`config.mk`:
```
export PLATFORM = sky130hd
export DESIGN_NAME = cart_mappers
export DESIGN_NICKNAME = d
export VERILOG_FILES = /design/src/hw/cart_pkg.sv /design/src/hw/cart_mappers.sv /design/src/hw/cpu_bus_sample.sv /design/src/hw/mapper_ascii16.sv /design/src/hw/mapper_ascii8.sv /design/src/hw/mapper_konami_scc.sv /design/src/hw/mapper_merge.sv
export SDC_FILE = /design/constraint.sdc
export NUM_CORES = 1
export LEC_CHECK = 0
export BUFFER_PORTS_ARGS = -buffer_cell sky130_fd_sc_hd__buf_2
export CAP_MARGIN = 20
export CELL_PAD_IN_SITES_DETAIL_PLACEMENT = 2
export CELL_PAD_IN_SITES_GLOBAL_PLACEMENT = 2
export CORE_ASPECT_RATIO = 0.8
export CORE_MARGIN = 2
export CORE_UTILIZATION = 35
export CTS_BUF_LIST = sky130_fd_sc_hd__clkbuf_16
export DETAILED_ROUTE_END_ITERATION = 10
export PLACE_DENSITY_LB_ADDON = 0.1
export SLEW_MARGIN = 20
export SYNTH_ARGS = -nofsm -noshare
export SYNTH_HDL_FRONTEND = slang
export SYNTH_SLANG_ARGS = --single-unit
```
`constraint.sdc`:
```
create_clock -name clk -period 4.95 [get_ports clk]
set_input_delay 0.99 -clock clk [delete_from_list [all_inputs] [get_ports clk]]
set_output_delay 0.99 -clock clk [all_outputs]
set_load 0.03 [all_outputs]
```
`src/hw/cart_pkg.sv`:
```
package cart_pkg;

    // Memory address width at the default top-level ADDR_W
    localparam int unsigned MEM_ADDR_W = 25;

    typedef logic [15:0]           cpu_addr_t;  // Z80 address
    typedef logic [7:0]            cpu_data_t;  // Z80 data
    typedef logic [7:0]            bank_t;      // Bank register value
    typedef logic [MEM_ADDR_W-1:0] mem_addr_t;  // Flat cartridge memory address

    // Active mapper of the slot
    typedef enum logic [1:0] {
        MAPPER_NONE       = 2'd0,
        MAPPER_ASCII8     = 2'd1,
        MAPPER_ASCII16    = 2'd2,
        MAPPER_KONAMI_SCC = 2'd3
    } mapper_t;

    // Device seen on the device bus
    typedef enum logic [1:0] {
        DEV_NONE = 2'd0,
        DEV_SCC  = 2'd1
    } device_t;

    // CPU side, plain levels
    typedef struct packed {
        cpu_addr_t addr;
        cpu_data_t data;
        logic      mreq;
        logic      wr;
        logic      rd;
    } cpu_bus_t;

    // Static slot configuration, changes only in reset
    typedef struct packed {
        mapper_t   typ;
        device_t   device;
        logic      sram_en;   // Bank bit 7 may select SRAM
        mem_addr_t mem_base;  // Start of the image
        mem_addr_t rom_mask;  // Image size minus one
    } block_info_t;

    // Result of one mapper, all ones and no select when idle
    typedef struct packed {
        mem_addr_t addr;
        logic      ram_cs;
        logic      sram_cs;
        logic      rnw;
    } mapper_out_t;

    typedef struct packed {
        device_t typ;
        logic    en;
        logic    we;
    } device_bus_t;

    typedef mapper_out_t memory_bus_t;  // Merged result, same layout

    // ROM address: offset in the image wraps on rom_mask, then the base is added
    function automatic mem_addr_t rom_addr(input mem_addr_t mem_base,
                                           input mem_addr_t rom_mask,
                                           input mem_addr_t rom_off);
        return mem_base + (rom_off & rom_mask);
    endfunction

endpackage

```
`src/hw/cart_mappers.sv`:
```
`timescale 1ns/1ns

module cart_mappers #(
    parameter int unsigned ADDR_W = 25
) (
    input  logic                  clk,
    input  logic                  rst,
    input  cart_pkg::cpu_bus_t    cpu,
    input  cart_pkg::block_info_t block_info,
    output cart_pkg::memory_bus_t memory_bus,
    output cart_pkg::device_bus_t device_bus
);

    cart_pkg::cpu_bus_t    cpu_q;        // Registered CPU bus
    logic                  bank_wr;      // One pulse per bank write
    cart_pkg::mapper_out_t ascii8_out;
    cart_pkg::mapper_out_t ascii16_out;
    cart_pkg::mapper_out_t scc_out;
    logic                  scc_en;
    logic                  scc_we;

    cpu_bus_sample cpu_bus_sample_i (
        .clk(clk), .rst(rst), .cpu(cpu), .cpu_q(cpu_q), .bank_wr(bank_wr)
    );

    // All mappers see the same bus, only the selected one answers
    mapper_ascii8 #(.ADDR_W(ADDR_W)) mapper_ascii8_i (
        .clk(clk), .rst(rst), .cpu_q(cpu_q), .bank_wr(bank_wr),
        .block_info(block_info), .out(ascii8_out)
    );

    mapper_ascii16 #(.ADDR_W(ADDR_W)) mapper_ascii16_i (
        .clk(clk), .rst(rst), .cpu_q(cpu_q), .bank_wr(bank_wr),
        .block_info(block_info), .out(ascii16_out)
    );

    mapper_konami_scc #(.ADDR_W(ADDR_W)) mapper_konami_scc_i (
        .clk(clk), .rst(rst), .cpu_q(cpu_q), .bank_wr(bank_wr),
        .block_info(block_info), .out(scc_out),
        .scc_en(scc_en), .scc_we(scc_we)
    );

    mapper_merge #(.ADDR_W(ADDR_W)) mapper_merge_i (
        .ascii8_out(ascii8_out),
        .ascii16_out(ascii16_out),
        .scc_out(scc_out),
        .scc_en(scc_en),
        .scc_we(scc_we),
        .cpu_q(cpu_q),
        .block_info(block_info),
        .memory_bus(memory_bus),
        .device_bus(device_bus)
    );

endmodule

```
`src/hw/cpu_bus_sample.sv`:
```
`timescale 1ns/1ns

module cpu_bus_sample (
    input  logic               clk,
    input  logic               rst,
    input  cart_pkg::cpu_bus_t cpu,
    output cart_pkg::cpu_bus_t cpu_q,
    output logic               bank_wr
);

    cart_pkg::cpu_addr_t addr_q;   // Payload, no reset
    cart_pkg::cpu_data_t data_q;
    logic                mreq_q;
    logic                wr_q;
    logic                rd_q;
    logic                wr_seen;  // Registered write was already active last cycle

    // Control levels
    always_ff @(posedge clk) begin
        if (rst) begin
            mreq_q  <= 1'b0;
            wr_q    <= 1'b0;
            rd_q    <= 1'b0;
            wr_seen <= 1'b0;
        end else begin
            mreq_q  <= cpu.mreq;
            wr_q    <= cpu.wr;
            rd_q    <= cpu.rd;
            wr_seen <= mreq_q & wr_q;  // Delayed copy for the edge detect
        end
    end

    always_ff @(posedge clk) begin
        addr_q <= cpu.addr;
        data_q <= cpu.data;
    end

    assign cpu_q = '{
        addr: addr_q,
        data: data_q,
        mreq: mreq_q,
        wr:   wr_q,
        rd:   rd_q
    };

    // Rising edge of mreq and wr together
    // A long write loads the banks once
    assign bank_wr = mreq_q & wr_q & ~wr_seen;

    // One pulse per write, never stretched
    a_bank_wr_single: assert property (@(posedge clk) disable iff (rst)
        bank_wr |=> !bank_wr)
        else $error("bank_wr high on two consecutive cycles");

endmodule

```
`src/hw/mapper_ascii16.sv`:
```
`timescale 1ns/1ns

module mapper_ascii16 #(
    parameter int unsigned ADDR_W = 25
) (
    input  logic                  clk,
    input  logic                  rst,
    input  cart_pkg::cpu_bus_t    cpu_q,
    input  logic                  bank_wr,
    input  cart_pkg::block_info_t block_info,
    output cart_pkg::mapper_out_t out
);

    cart_pkg::bank_t     bank [2];   // Pages 4000h and 8000h
    logic                sel;
    logic                in_range;
    cart_pkg::bank_t     cur_bank;
    logic                sram_sel;
    logic                sram_wr;
    cart_pkg::mem_addr_t rom_off;    // Bank times 16 KiB plus offset
    cart_pkg::mem_addr_t sram_addr;
    cart_pkg::mem_addr_t addr_full;

    assign sel      = block_info.typ == cart_pkg::MAPPER_ASCII16;
    assign in_range = cpu_q.addr[15] ^ cpu_q.addr[14];
    assign cur_bank = bank[cpu_q.addr[15]];  // addr[15] picks the 16 KiB page
    assign sram_sel = block_info.sram_en & cur_bank[7];
    assign sram_wr  = sram_sel & cpu_q.addr[15] & cpu_q.mreq & cpu_q.wr;

    // 6000h-67FFh loads bank 0, 7000h-77FFh loads bank 1
    always_ff @(posedge clk) begin
        if (rst) begin
            bank <= '{default: '0};
        end else if (sel && bank_wr) begin
            if (cpu_q.addr[15:11] == 5'b01100) bank[0] <= cpu_q.data;
            if (cpu_q.addr[15:11] == 5'b01110) bank[1] <= cpu_q.data;
        end
    end

    assign rom_off   = cart_pkg::mem_addr_t'({cur_bank, cpu_q.addr[13:0]});
    // SRAM sits at the image base, offset within 8 KiB
    assign sram_addr = block_info.mem_base + cart_pkg::mem_addr_t'(cpu_q.addr[12:0]);
    assign addr_full = sram_sel ? sram_addr
                                : cart_pkg::rom_addr(block_info.mem_base,
                                                     block_info.rom_mask, rom_off);

    always_comb begin
        out      = '0;
        out.addr = '1;
        out.rnw  = 1'b1;
        if (sel && in_range) begin
            out.addr[ADDR_W-1:0] = addr_full[ADDR_W-1:0];
            out.ram_cs           = cpu_q.mreq & cpu_q.rd & ~sram_sel;
            out.sram_cs          = cpu_q.mreq & sram_sel
                                   & (cpu_q.rd | (cpu_q.wr & cpu_q.addr[15]));
            out.rnw              = ~sram_wr;  // Low only for the SRAM write
        end
    end

endmodule

```
`src/hw/mapper_ascii8.sv`:
```
`timescale 1ns/1ns

module mapper_ascii8 #(
    parameter int unsigned ADDR_W = 25
) (
    input  logic                  clk,
    input  logic                  rst,
    input  cart_pkg::cpu_bus_t    cpu_q,
    input  logic                  bank_wr,
    input  cart_pkg::block_info_t block_info,
    output cart_pkg::mapper_out_t out
);

    cart_pkg::bank_t     bank [4];   // Pages 4000h, 6000h, 8000h, A000h
    logic                sel;        // ASCII8 is the active mapper
    logic                in_range;   // 4000h-BFFFh
    logic [1:0]          page;
    cart_pkg::bank_t     cur_bank;
    logic                sram_sel;
    logic                sram_wr;
    cart_pkg::mem_addr_t rom_off;    // Bank times 8 KiB plus offset
    cart_pkg::mem_addr_t sram_addr;
    cart_pkg::mem_addr_t addr_full;

    assign sel      = block_info.typ == cart_pkg::MAPPER_ASCII8;
    assign in_range = cpu_q.addr[15] ^ cpu_q.addr[14];
    assign page     = cpu_q.addr[14:13] - 2'd2;  // 4000h is page 0
    assign cur_bank = bank[page];

    // Bit 7 of the bank turns the page into SRAM
    assign sram_sel = block_info.sram_en & cur_bank[7];
    assign sram_wr  = sram_sel & cpu_q.addr[15] & cpu_q.mreq & cpu_q.wr;  // Upper pages only

    // Bank registers live at 6000h-7FFFh, 2 KiB each
    always_ff @(posedge clk) begin
        if (rst) begin
            bank <= '{default: '0};
        end else if (sel && bank_wr && cpu_q.addr[15:13] == 3'b011) begin
            bank[cpu_q.addr[12:11]] <= cpu_q.data;
        end
    end

    assign rom_off   = cart_pkg::mem_addr_t'({cur_bank, cpu_q.addr[12:0]});
    assign sram_addr = block_info.mem_base + cart_pkg::mem_addr_t'(cpu_q.addr[12:0]);
    assign addr_full = sram_sel ? sram_addr
                                : cart_pkg::rom_addr(block_info.mem_base,
                                                     block_info.rom_mask, rom_off);

    always_comb begin
        out      = '0;
        out.addr = '1;    // Idle value for the AND merge
        out.rnw  = 1'b1;
        if (sel && in_range) begin
            out.addr[ADDR_W-1:0] = addr_full[ADDR_W-1:0];
            out.ram_cs           = cpu_q.mreq & cpu_q.rd & ~sram_sel;
            out.sram_cs          = cpu_q.mreq & sram_sel
                                   & (cpu_q.rd | (cpu_q.wr & cpu_q.addr[15]));
            out.rnw              = ~sram_wr;
        end
    end

endmodule

```
`src/hw/mapper_konami_scc.sv`:
```
`timescale 1ns/1ns

module mapper_konami_scc #(
    parameter int unsigned ADDR_W = 25
) (
    input  logic                  clk,
    input  logic                  rst,
    input  cart_pkg::cpu_bus_t    cpu_q,
    input  logic                  bank_wr,
    input  cart_pkg::block_info_t block_info,
    output cart_pkg::mapper_out_t out,
    output logic                  scc_en,
    output logic                  scc_we
);

    cart_pkg::bank_t     bank [4];    // Pages 4000h, 6000h, 8000h, A000h
    logic                sel;
    logic                in_range;
    logic [1:0]          page;
    logic                reg_hit;     // x000h-x7FFh of 5000h, 7000h, 9000h, B000h
    logic                scc_window;  // 9800h-9FFFh with bank 2 at 3Fh
    cart_pkg::mem_addr_t rom_off;
    cart_pkg::mem_addr_t addr_full;

    assign sel      = block_info.typ == cart_pkg::MAPPER_KONAMI_SCC;
    assign in_range = cpu_q.addr[15] ^ cpu_q.addr[14];
    assign page     = cpu_q.addr[14:13] - 2'd2;
    assign reg_hit  = in_range && cpu_q.addr[12:11] == 2'b10;  // Same page decode as reads

    // Banks start as 0..3, a linear 32 KiB image
    always_ff @(posedge clk) begin
        if (rst) begin
            for (int i = 0; i < 4; i++) begin
                bank[i] <= cart_pkg::bank_t'(i);
            end
        end else if (sel && bank_wr && reg_hit) begin
            bank[page] <= cpu_q.data;
        end
    end

    // Sound window replaces the ROM there
    assign scc_window = bank[2] == 8'h3F && cpu_q.addr[15:11] == 5'b10011;

    assign rom_off   = cart_pkg::mem_addr_t'({bank[page], cpu_q.addr[12:0]});
    assign addr_full = cart_pkg::rom_addr(block_info.mem_base, block_info.rom_mask,
                                          rom_off);

    always_comb begin
        out      = '0;        // No SRAM on this board
        out.addr = '1;
        out.rnw  = 1'b1;
        if (sel && in_range && !scc_window) begin
            out.addr[ADDR_W-1:0] = addr_full[ADDR_W-1:0];
            out.ram_cs           = cpu_q.mreq & cpu_q.rd;
        end
    end

    // Device side of the window
    assign scc_en = sel & scc_window & cpu_q.mreq & (cpu_q.rd | cpu_q.wr);
    assign scc_we = scc_en & cpu_q.wr;

endmodule

```
`src/hw/mapper_merge.sv`:
```
`timescale 1ns/1ns

module mapper_merge #(
    parameter int unsigned ADDR_W = 25
) (
    input  cart_pkg::mapper_out_t ascii8_out,
    input  cart_pkg::mapper_out_t ascii16_out,
    input  cart_pkg::mapper_out_t scc_out,
    input  logic                  scc_en,
    input  logic                  scc_we,
    input  cart_pkg::cpu_bus_t    cpu_q,
    input  cart_pkg::block_info_t block_info,
    output cart_pkg::memory_bus_t memory_bus,
    output cart_pkg::device_bus_t device_bus
);

    // Idle mappers drive all ones and zero selects
    // So AND and OR pick the active one
    always_comb begin
        memory_bus.addr               = '1;
        memory_bus.addr[ADDR_W-1:0]   = ascii8_out.addr[ADDR_W-1:0]
                                      & ascii16_out.addr[ADDR_W-1:0]
                                      & scc_out.addr[ADDR_W-1:0];
        memory_bus.ram_cs             = ascii8_out.ram_cs | ascii16_out.ram_cs
                                      | scc_out.ram_cs;
        memory_bus.sram_cs            = ascii8_out.sram_cs | ascii16_out.sram_cs
                                      | scc_out.sram_cs;
        memory_bus.rnw                = ascii8_out.rnw & ascii16_out.rnw
                                      & scc_out.rnw;   // Any write pulls it low
    end

    // Device type follows the slot config during a memory cycle
    assign device_bus.typ = cpu_q.mreq ? block_info.device : cart_pkg::DEV_NONE;
    assign device_bus.en  = scc_en;  // Only SCC sources a device today
    assign device_bus.we  = scc_we;

    // Only one chip select may come from all mappers together
    always_comb begin
        a_cs_onehot: assert final ($onehot0({ascii8_out.ram_cs, ascii8_out.sram_cs,
                                             ascii16_out.ram_cs, ascii16_out.sram_cs,
                                             scc_out.ram_cs, scc_out.sram_cs}))
            else $error("more than one mapper chip select active");
    end

endmodule
```
==> flow_summary.yaml, run 1 <==
outcome:
  status: "complete, no violations"
setup_path:
  critPathArrivalTime_ns: 3.86
  worst-path-max-fanout: 4
  max_stage_delay_ns: 0.37
  rrSetupSlack_ns: 0.97
  crit_top_cell: "buf_4"
  critical_path_class: "in2out"
  cp-end-kind: "output port"
  crit_chain: "buf_6 -> and2_4 -> ha_4 -> fa_2 -> a211oi_2 -> nor2_2 -> o31ai_2 -> buf_4 -> a31oi_4 -> nor4_2 -> buf_4 -> nor3_4 -> a21o_1 -> xnor2_2 -> a221oi_2 -> buf_4"
  timing.rr.end: "mapper_konami_scc_i.bank[2][7]"
  worstPathRequired_ns: 3.96
  reg2regPathDepth: 7
  worst_setup_path_start_kind: "input port"
  slowest_stage: "fa_2"
  reg2reg_from: "cpu_bus_sample_i.addr_q[14]"
pwr:
  p_per_area_mw_per_mm2: 246
  ir_worst_vdd_v: 0.000152
  leakagePower_uw: 0.00380
synth:
  yosysTopAreaCellShare: 0.200
  synthXorXnorAreaFrac: 0.0588
  synthMuxAreaShare: 0.121
  synth_commonest_cells: "85 x nor2_1, 76 x dfxtp_1, 63 x and2_1"
  synth_seq_cells: 108
  yosys.area_share.simple: 0.205
  syn_nets: 951
  syn_inst: 814
  synth_top_family_by_area: "simple AND/OR/NAND/NOR gates"
  synthTopCellsByArea: "dfxtp_1 20%, edfxtp_1 13%, ha_1 8.4%, mux2i_1 7.4%, and2_1 5.2%"
  ys_seq_area_frac: 0.327
  synth_cell_type_count: 78
  avgSynthCellArea_um2: 9.34
  async_flop_share: 0
  synth_edf_count: 32
  syn-cell-area_mm2: 0.00760
  synthFlopType: "dfxtp_1"
  yosysWarnings: 0
  synth_top_cell_by_area: "dfxtp_1"
  synth_most_common_cell: "nor2_1"
  synth-compound-area-share: 0.176
  synth_fa_ha_area_frac: 0.0892
timing:
  finalHoldViolations: 0
  max_clock_freq_ghz: 0.206
  skew_ns: 0.0131
  period_needed_ns: 4.85
  finalSetupViolCount: 0
  fin_tns_setup_ns: 0
  fin_ws_ns: 0.0980
  finalCritPeriodShare: 0.980
  drv_slew: 0
  slew_headroom: 0.311
  rsz0062_at_grt: "yes"
  max_slew.worst_pin.slew_ns: 1.03
floorplanning:
  fp.dieArea_mm2: 0.0229
  ios: 116
  core_area_mm2: 0.0214
  fp.dieH_um: 136
  die_w_um: 169
  initial_core_util: 0.355
  core.rowCount: 48
clock_network:
  clk_pin_slew_worst_paths_ns: 0.08
  clkSinkCount: 108
  cts_max_path_buffers: 2
  clk_latency_ns: 0.36
  cts-root-buf: "clkbuf_16"
  cts-buffers-inserted: 9
  cts_max_level: 3
  cts_hold_buf: 0
  cts_tree: "yes"
place:
  gp_congestion: 0.834
  dp_hpwl_um: 22200
  portBuffers: 112
  place_worst_setup_slack_ns: -0.302
  place_area_mm2: 0.00867
hold_path:
  worstHoldStart: "mapper_ascii8_i.bank[7]"
  hp-class: "reg2reg"
  min_delay_worst_endpoint: "mapper_ascii8_i.bank[7]"
  whs_path_depth: 2
final_layout:
  drive_gt1_frac: 0.275
  regArea_mm2: 0.00249
  final_util: 0.434
  n_antenna_cell: 0
  nFillCells: 2346
  multi_input_area_mm2: 0.00519
  syn2layout_area_growth_pct: 22.3
  design_area_mm2: 0.00930
  final_nets: 1083
grt:
  grt_max_degree: 57
  grt_pass1_wl_um: 43700
  track_usage: 0.249
  first_global_vias: 7717
  overflow: 0
  antenna_found_initial: 1
detailed_routing:
  drt-initial-drc-count: 318
  ant_nets: 0
  vias: 6814
  routed_wl_um: 28100
  viasPerCell: 5.56
  avgRoutedWirePerCell_um: 22.9
  drtPass1Iterations: 4
  drc: 0
job:
  maxCapViolations: 0
==> critical path, delay by kind of cell <==
family | cells | cell delay (ns)
AO/OA/AOI/OAI | 5 | 1.02
buffers and inverters | 4 | 0.69
adder cells (fa/ha/maj) | 2 | 0.54
AND/OR/NAND/NOR | 4 | 0.45
XOR/XNOR | 1 | 0.16
==> cell families (layout without fill, tap and decap cells) <==
logic type / count (synthesis) / count (layout)
fa+ha+maj: 53 / 53
mux: 72 / 72
simple gates: 293 / 293
xor+xnor: 51 / 51
buf+inv: 44 / 181
compound gates: 193 / 193
flops: 108 / 108
==> area by class of cell <==
cell class                 count  share of cell area
multi-input combinational    662               0.559
clock buffer                   9              0.0242
sequential                   108               0.268
tap                          275              0.0370
clock inverter                 7             0.00834
inverter                       8             0.00323
timing repair buffer         157               0.101
==> repair_timing <==
item	4_1_cts	5_1_grt
setup buffers	3	3
resized for setup	30	40
endpoints found under the setup margin	10	10
pin swaps	16	21
==> layer usage <==
metal | global-route usage | vias up | part of all wire
li1 | - | 3234 | -
met1 | 0.315 | 3418 | 0.45
met2 | 0.439 | 135 | 0.49
met3 | 0.0393 | 25 | 0.040
met4 | 0.0690 | 2 | 0.019
met5 | 0 | - | 0.00039
==> cell usage in the layout (no fill, tap or decap), drive strengths merged, types with 4 or more instances in the layout <==
cell type  synthesis  layout
o21a              14      14
a211oi             8       8
o211ai             5       5
or3                4       4
inv                8      11
a21o              20      20
and2              64      64
mux4              16      16
nor2b             18      18
nor3              15      15
edfxtp            32      32
o22ai              4       4
dfxtp             76      76
nor3b              4       4
ha                51      51
nand2             42      42
nand3             15      15
a21oi             48      48
nand4              4       4
or2                8       8
a22oi             12      12
o21bai             5       5
clkbuf            26      10
mux2i             56      56
nand2b            11      11
buf               10     156
o31ai              4       4
xor2              29      29
nor2              87      87
o21ai             37      37
xnor2             22      22
and3              12      12
==> worst max-delay path by stage <==
stage	startpoint	end	slack, ns	cells after the start
floorplan	cpu_bus_sample_i.addr_q[13]	memory_bus[26]	-0.04	14
global placement	block_info[0]	memory_bus[23]	-0.1	15
detailed placement	block_info[0]	memory_bus[23]	-0.30	15
CTS	block_info[0]	memory_bus[23]	-0.03	16
global route	block_info[0]	memory_bus[23]	-0.09	16
finish	block_info[0]	memory_bus[23]	0.1	16
==> power by group <==
group          switching [uW]  leakage (uW)  total, uW  internal [uW]
Combinational             340       0.00272        574            234
Clock                     394      0.000144        755            361
Sequential               26.6      0.000936        956            929
==> flip-flops by register name (all words and copies together), names as in the netlist <==
name	flops
mapper_ascii8_i.bank	32
mapper_konami_scc_i.bank	32
cpu_bus_sample_i.addr_q	16
mapper_ascii16_i.bank	16
cpu_bus_sample_i.data_q	8
cpu_bus_sample_i.mreq_q	1
cpu_bus_sample_i.rd_q	1
cpu_bus_sample_i.wr_q	1
cpu_bus_sample_i.wr_seen	1
==> stage by stage <==
step                      total power [uW]  hold WS, ns  cells
after global routing                  2390        0.533   1226
after global placement                1480        0.466   1203
after detailed placement              1510        0.491   1204
final                                 2280        0.503   1226
after CTS                             2290        0.514   1223
after floorplan                       1310        0.455    814
Power figures use the tool's default switching activity.
==> inputs of run 2 (changes only) <==
--- a/config.mk
+++ b/config.mk
@@ -11,7 +11,7 @@
 export CELL_PAD_IN_SITES_GLOBAL_PLACEMENT = 2
 export CORE_ASPECT_RATIO = 0.8
 export CORE_MARGIN = 2
-export CORE_UTILIZATION = 35
+export CORE_UTILIZATION = 28
 export CTS_BUF_LIST = sky130_fd_sc_hd__clkbuf_16
 export DETAILED_ROUTE_END_ITERATION = 10
 export PLACE_DENSITY_LB_ADDON = 0.1
==> run 2 against run 1 <==
Sequential power about the same; register-to-register slack improved by 0.38 ns; clock power increased by 5.4%; clock skew decreased by 0.0016 ns; maximum frequency increased by 0.16%; final cell count increased by 8.4%; core utilization decreased by 7.0 points; global-route usage decreased by 4.6 points; flip-flop and latch count unchanged; setup slack improved by 0.0080 ns; non-clock buffer count increased by 21; clock-buffer cell count unchanged; largest cell class unchanged; highest routed layer unchanged.
==> flow_summary.yaml, run 2 (synthesis gave the netlist of run 1 again) <==
detailed_routing:
  ant_nets: 0
  drt-initial-drc-count: 225
  vias: 6765
  viasPerCell: 5.09
  drtPass1Iterations: 4
  avgRoutedWirePerCell_um: 21.4
  routed_wl_um: 28400
  drc: 0
pwr:
  p_clk_frac: 0.339
  ir_worst_vdd_v: 0.000171
  p_per_area_mw_per_mm2: 244
  combPwrFrac: 0.254
  finalPower_uw: 2350
  seqPwrFrac: 0.407
  leakagePower_uw: 0.00392
  p_sw_uw: 724
  p_int_uw: 1620
  swShare: 0.309
clock_network:
  cts-buffers-inserted: 9
  clkSinkCount: 108
  clk_pin_slew_worst_paths_ns: 0.07
  cts_max_level: 3
  cts_max_path_buffers: 2
  clk_latency_ns: 0.36
  cts_tree: "yes"
  cts-root-buf: "clkbuf_16"
  cts_hold_buf: 0
floorplanning:
  die_w_um: 188
  core.rowCount: 53
  core_area_mm2: 0.0265
  initial_core_util: 0.287
  fp.dieArea_mm2: 0.0285
  fp.dieH_um: 151
  ios: 116
grt:
  grt_pass1_wl_um: 43800
  grtUsageMet2: 0.354
  grt_busiest_layer: "met2"
  grt_max_degree: 57
  grt_use_met3: 0.0341
  first_global_vias: 7466
  track_usage: 0.202
  antenna_found_initial: 1
  use_met1: 0.268
  overflow: 0
place:
  dp_hpwl_um: 22700
  portBuffers: 112
  placed_cells: 1302
  gp_congestion: 0.844
timing:
  slew_headroom: 0.257
  skew_ns: 0.0115
  finalHoldViolations: 0
  max_slew.worst_pin.slew_ns: 1.11
  max_clock_freq_ghz: 0.206
  period_needed_ns: 4.84
  drv_slew: 0
  finalCritPeriodShare: 0.979
  rsz0062_at_grt: "yes"
  finalSetupViolCount: 0
final_layout:
  nFillCells: 2928
  n_antenna_cell: 0
  largestRegisters: "mapper_ascii8_i.bank: 32 flops, mapper_konami_scc_i.bank: 32 flops"
  final_common_cell: "buf_2"
  syn2layout_area_growth_pct: 26.6
  fin_cells: 1329
  final_nets: 1104
  layout_common_cells: "103 x buf_2, 82 x nor2_1, 73 x dfxtp_1, 68 x buf_4, 61 x and2_1"
  drive_gt1_frac: 0.297
hold_path:
  min_delay_worst_endpoint: "mapper_ascii16_i.bank[15]"
  whs_path_depth: 2
  hp-class: "reg2reg"
  worstHoldStart: "mapper_ascii16_i.bank[15]"
setup_path:
  reg2regPathDepth: 8
  cp-end-kind: "output port"
  timing.rr.end: "mapper_konami_scc_i.bank[2][5]"
  worstPathRequired_ns: 3.96
  critical_path_class: "in2out"
  worst-path-max-fanout: 3
  reg2reg_from: "cpu_bus_sample_i.addr_q[14]"
  worst_setup_path_start_kind: "input port"
  rrSetupSlack_ns: 1.35
  critPathArrivalTime_ns: 3.85
job:
  maxCapViolations: 0
outcome:
  status: "complete, no violations"
## run 2: cell types whose count changed in the layout (fill, tap and decap cells not counted), sizes merged
| cell | previous run | this run |
|---|---|---|
| buf | 156 | 178 |
| bufinv | 0 | 2 |
| clkbuf | 10 | 9 |
| clkinv | 3 | 2 |
| inv | 11 | 10 |
## run 2: timing repair
item                                    in CTS  in global routing
pin swaps                                   12                 24
resized for setup                           24                 56
endpoints found under the setup margin      10                 10
buffers inserted                             5                  6
## run 2: worst max-delay path by stage
stage | startpoint | endpoint | slack (ns) | depth (start not counted)
2_1_floorplan | cpu_bus_sample_i.addr_q[13] | memory_bus[26] | -0.04 | 14
4_1_cts | block_info[9] | memory_bus[24] | 0.003 | 14
3_3_place_gp | block_info[0] | memory_bus[23] | -0.17 | 15
5_1_grt | block_info[11] | memory_bus[22] | -0.02 | 15
6_report | block_info[11] | memory_bus[22] | 0.11 | 15
3_5_place_dp | block_info[0] | memory_bus[23] | -0.26 | 15
## run 2: through the flow
stage                      util  setup slack (ns)  setup TNS (ns)  hold WS (ns)  instance area [um2]
after floorplan               -           -0.0439         -0.0439         0.455                 7620
after global placement    0.336            -0.170          -0.643         0.466                 8890
after detailed placement  0.336            -0.257          -0.977         0.483                 8890
after CTS                 0.353           0.00326               0         0.502                 9350
after global routing      0.364           -0.0240         -0.0531         0.527                 9630
final                     0.364             0.106               0         0.499                 9630
## run 2: worst max-delay path: stages
cell       delay (ns)
buf_2            0.11
and2_1           0.16
ha_1             0.30
buf_4            0.16
o21a_1           0.20
o21ai_0          0.28
nand4bb_1        0.19
o211ai_1         0.17
a21oi_2          0.25
o21a_1           0.22
xor2_1           0.10
a22oi_1          0.14
o21ai_0          0.10
a21oi_1          0.22
buf_2            0.25
## run 2: metal layers
layer	up-vias	part of all wire	wire length, um
met3	11	0.032	910
met4	2	0.0054	153
met5	-	0.00046	13
met2	105	0.48	13700
li1	3266	-	-
met1	3381	0.48	13700
## run 2: power by group through the flow
stage	Sequential (uW)	Clock (uW)	Combinational, uW
after floorplan	957	0	351
after global placement	973	0	530
after detailed placement	976	0	550
after CTS	955	828	571
after global routing	959	859	647
final	955	796	595
## run 2: cell type report
| cell class | count | area (um2) | share of cell area |
|---|---|---|---|
| clock buffers | 9 | 225 | 0.0234 |
| clock inverters | 7 | 91.3 | 0.00949 |
| inverters | 8 | 30.0 | 0.00312 |
| multi-input cells | 662 | 5230 | 0.543 |
| flip-flops and latches | 108 | 2490 | 0.259 |
| well taps | 357 | 447 | 0.0464 |
| repair buffers | 178 | 1110 | 0.116 |
==> inputs of run 3 (changes only) <==
--- a/config.mk
+++ b/config.mk
@@ -7,14 +7,11 @@
 export LEC_CHECK = 0
 export BUFFER_PORTS_ARGS = -buffer_cell sky130_fd_sc_hd__buf_2
 export CAP_MARGIN = 20
-export CELL_PAD_IN_SITES_DETAIL_PLACEMENT = 2
-export CELL_PAD_IN_SITES_GLOBAL_PLACEMENT = 2
 export CORE_ASPECT_RATIO = 0.8
 export CORE_MARGIN = 2
 export CORE_UTILIZATION = 28
 export CTS_BUF_LIST = sky130_fd_sc_hd__clkbuf_16
 export DETAILED_ROUTE_END_ITERATION = 10
-export PLACE_DENSITY_LB_ADDON = 0.1
 export SLEW_MARGIN = 20
 export SYNTH_ARGS = -nofsm -noshare
 export SYNTH_HDL_FRONTEND = slang
==> run 3 against run 2 <==
Critical path type unchanged; sequential share of layout area increased by 0.75 points; largest cell class unchanged; clock skew about the same; non-clock buffer count decreased by 25; highest routed layer is now met4; hold slack got worse by 0.0058 ns; clock power decreased by 9.4%; maximum frequency decreased by 1.5%.
==> flow_summary.yaml, run 3 (synthesis gave the netlist of run 1 again) <==
outcome:
  status: "complete, no violations"
final_layout:
  largestRegisters: "mapper_ascii8_i.bank: 32 flops, mapper_konami_scc_i.bank: 32 flops"
  multi_input_area_mm2: 0.00517
  layout_common_cells: "104 x buf_2, 84 x nor2_1, 73 x dfxtp_1, 61 x and2_1, 56 x mux2i_1"
  final_nets: 1079
  drive_gt1_frac: 0.265
  nFillCells: 2709
  regArea_mm2: 0.00249
  syn2layout_area_growth_pct: 23.1
  final_util: 0.354
  n_antenna_cell: 0
  final_common_cell: "buf_2"
grt:
  grt_pass1_wl_um: 34900
  antenna_found_initial: 0
  track_usage: 0.159
  overflow: 0
  grt_max_degree: 57
  first_global_vias: 6321
detailed_routing:
  routed_wl_um: 22700
  drtPass1Iterations: 5
  ant_nets: 0
  drc: 0
  viasPerCell: 5.08
  vias: 6618
  drt-initial-drc-count: 450
  avgRoutedWirePerCell_um: 17.4
setup_path:
  cp_num_buf_inv: 4
  reg2regPathDepth: 8
  critPathTopFamily: "compound AO/OA/AOI/OAI gates"
  slowest_stage: "fa_2"
  rrSetupSlack_ns: 1.31
  cp-end-kind: "output port"
  worst-path-max-fanout: 4
  max_stage_delay_ns: 0.41
  critPathArrivalTime_ns: 3.93
  worstPathRequired_ns: 3.96
  reg2reg_from: "cpu_bus_sample_i.addr_q[14]"
  worst_setup_path_start_kind: "input port"
  crit_chain: "buf_6 -> and2_4 -> ha_4 -> fa_2 -> a211oi_2 -> nor2_2 -> o31ai_2 -> buf_4 -> buf_6 -> nand2_4 -> o31a_1 -> nor2_1 -> xor2_1 -> a222oi_1 -> o21a_1 -> buf_6"
  critical_path_class: "in2out"
  timing.rr.end: "mapper_konami_scc_i.bank[2][3]"
  crit_top_cell: "buf_6"
timing:
  finalSetupViolCount: 0
  slew_headroom: 0.368
  max_slew.worst_pin.slew_ns: 0.944
  skew_ns: 0.0116
  max_clock_freq_ghz: 0.203
  rsz0062_at_grt: "yes"
  finalHoldViolations: 0
  drv_slew: 0
  finalCritPeriodShare: 0.993
  period_needed_ns: 4.92
  fin_tns_setup_ns: 0
clock_network:
  clk_pin_slew_worst_paths_ns: 0.07
  cts_max_level: 3
  clkSinkCount: 108
  cts_tree: "yes"
  cts-root-buf: "clkbuf_16"
  clk_latency_ns: 0.37
  cts_max_path_buffers: 2
  cts-buffers-inserted: 9
floorplanning:
  ios: 116
  initial_core_util: 0.287
  die_w_um: 188
  fp.dieH_um: 151
  core.rowCount: 53
  core_area_mm2: 0.0265
  fp.dieArea_mm2: 0.0285
place:
  portBuffers: 112
  gp_congestion: 0.903
  dp_hpwl_um: 17900
pwr:
  leakagePower_uw: 0.00379
  ir_worst_vdd_v: 0.000181
  p_per_area_mw_per_mm2: 237
hold_path:
  hp-class: "reg2reg"
  whs_path_depth: 2
  worstHoldStart: "mapper_ascii8_i.bank[18]"
  min_delay_worst_endpoint: "mapper_ascii8_i.bank[18]"
job:
  maxCapViolations: 0
## run 3: per-layer routing
layer,up-vias,share of wire,global-route usage
met5,-,0,0
met4,0,0.011,0.0358
met3,17,0.076,0.0445
met2,209,0.42,0.234
met1,3163,0.49,0.229
li1,3229,-,-
## run 3: repair_timing
action	CTS	global route
gates resized for setup	6	57
pin swaps	1	25
buffers inserted	0	3
endpoints found under the setup margin	6	10
hold buffers	0	0
endpoints found under the hold margin	0	0
## run 3: worst max path at each step
| stage | from | to | slack [ns] | depth (start not counted) |
|---|---|---|---|---|
| after global routing | block_info[0] | memory_bus[19] | -0.10 | 16 |
| after detailed placement | block_info[0] | memory_bus[17] | -0.08 | 15 |
| after CTS | cpu_bus_sample_i.addr_q[13] | memory_bus[26] | 0.002 | 14 |
| after floorplan | cpu_bus_sample_i.addr_q[13] | memory_bus[26] | -0.04 | 14 |
| after global placement | block_info[0] | memory_bus[17] | -0.05 | 15 |
| final | block_info[0] | memory_bus[19] | 0.03 | 16 |
## run 3: report_power, final
group          internal, uW  total (uW)  leakage, uW  switching [uW]
clock network           355         721     0.000143             366
logic                   229         545      0.00271             316
registers               929         955     0.000936            25.7
## run 3: area by class of cell
cell class                 count  share of cell area
tap                          357              0.0477
multi-input combinational    662               0.553
timing repair buffer         153              0.0990
clock inverter                 7             0.00722
sequential                   108               0.266
clock buffer                   9              0.0241
inverter                       8             0.00321
## run 3: worst reg2reg max path: stages (launching register included)
cell     delay [ns]
dfxtp_2        0.48
buf_4          0.29
xor2_1         0.52
nand3_1        0.22
nor4_1         0.70
nor2b_1        0.21
buf_4          0.18
nor3b_2        0.43
or2_2          0.31
## run 3: stage by stage
step / std cells / worst slack [ns] / area, um2 / hold WS, ns / total power, uW
floorplan: 814 / -0.0439 / 7620 / 0.455 / 1310
global placement: 1284 / -0.0493 / 8750 / 0.467 / 1480
detailed placement: 1284 / -0.0827 / 8750 / 0.477 / 1480
CTS: 1300 / 0.00182 / 9060 / 0.497 / 2210
global route: 1304 / -0.100 / 9360 / 0.511 / 2330
finish: 1304 / 0.0332 / 9360 / 0.493 / 2220
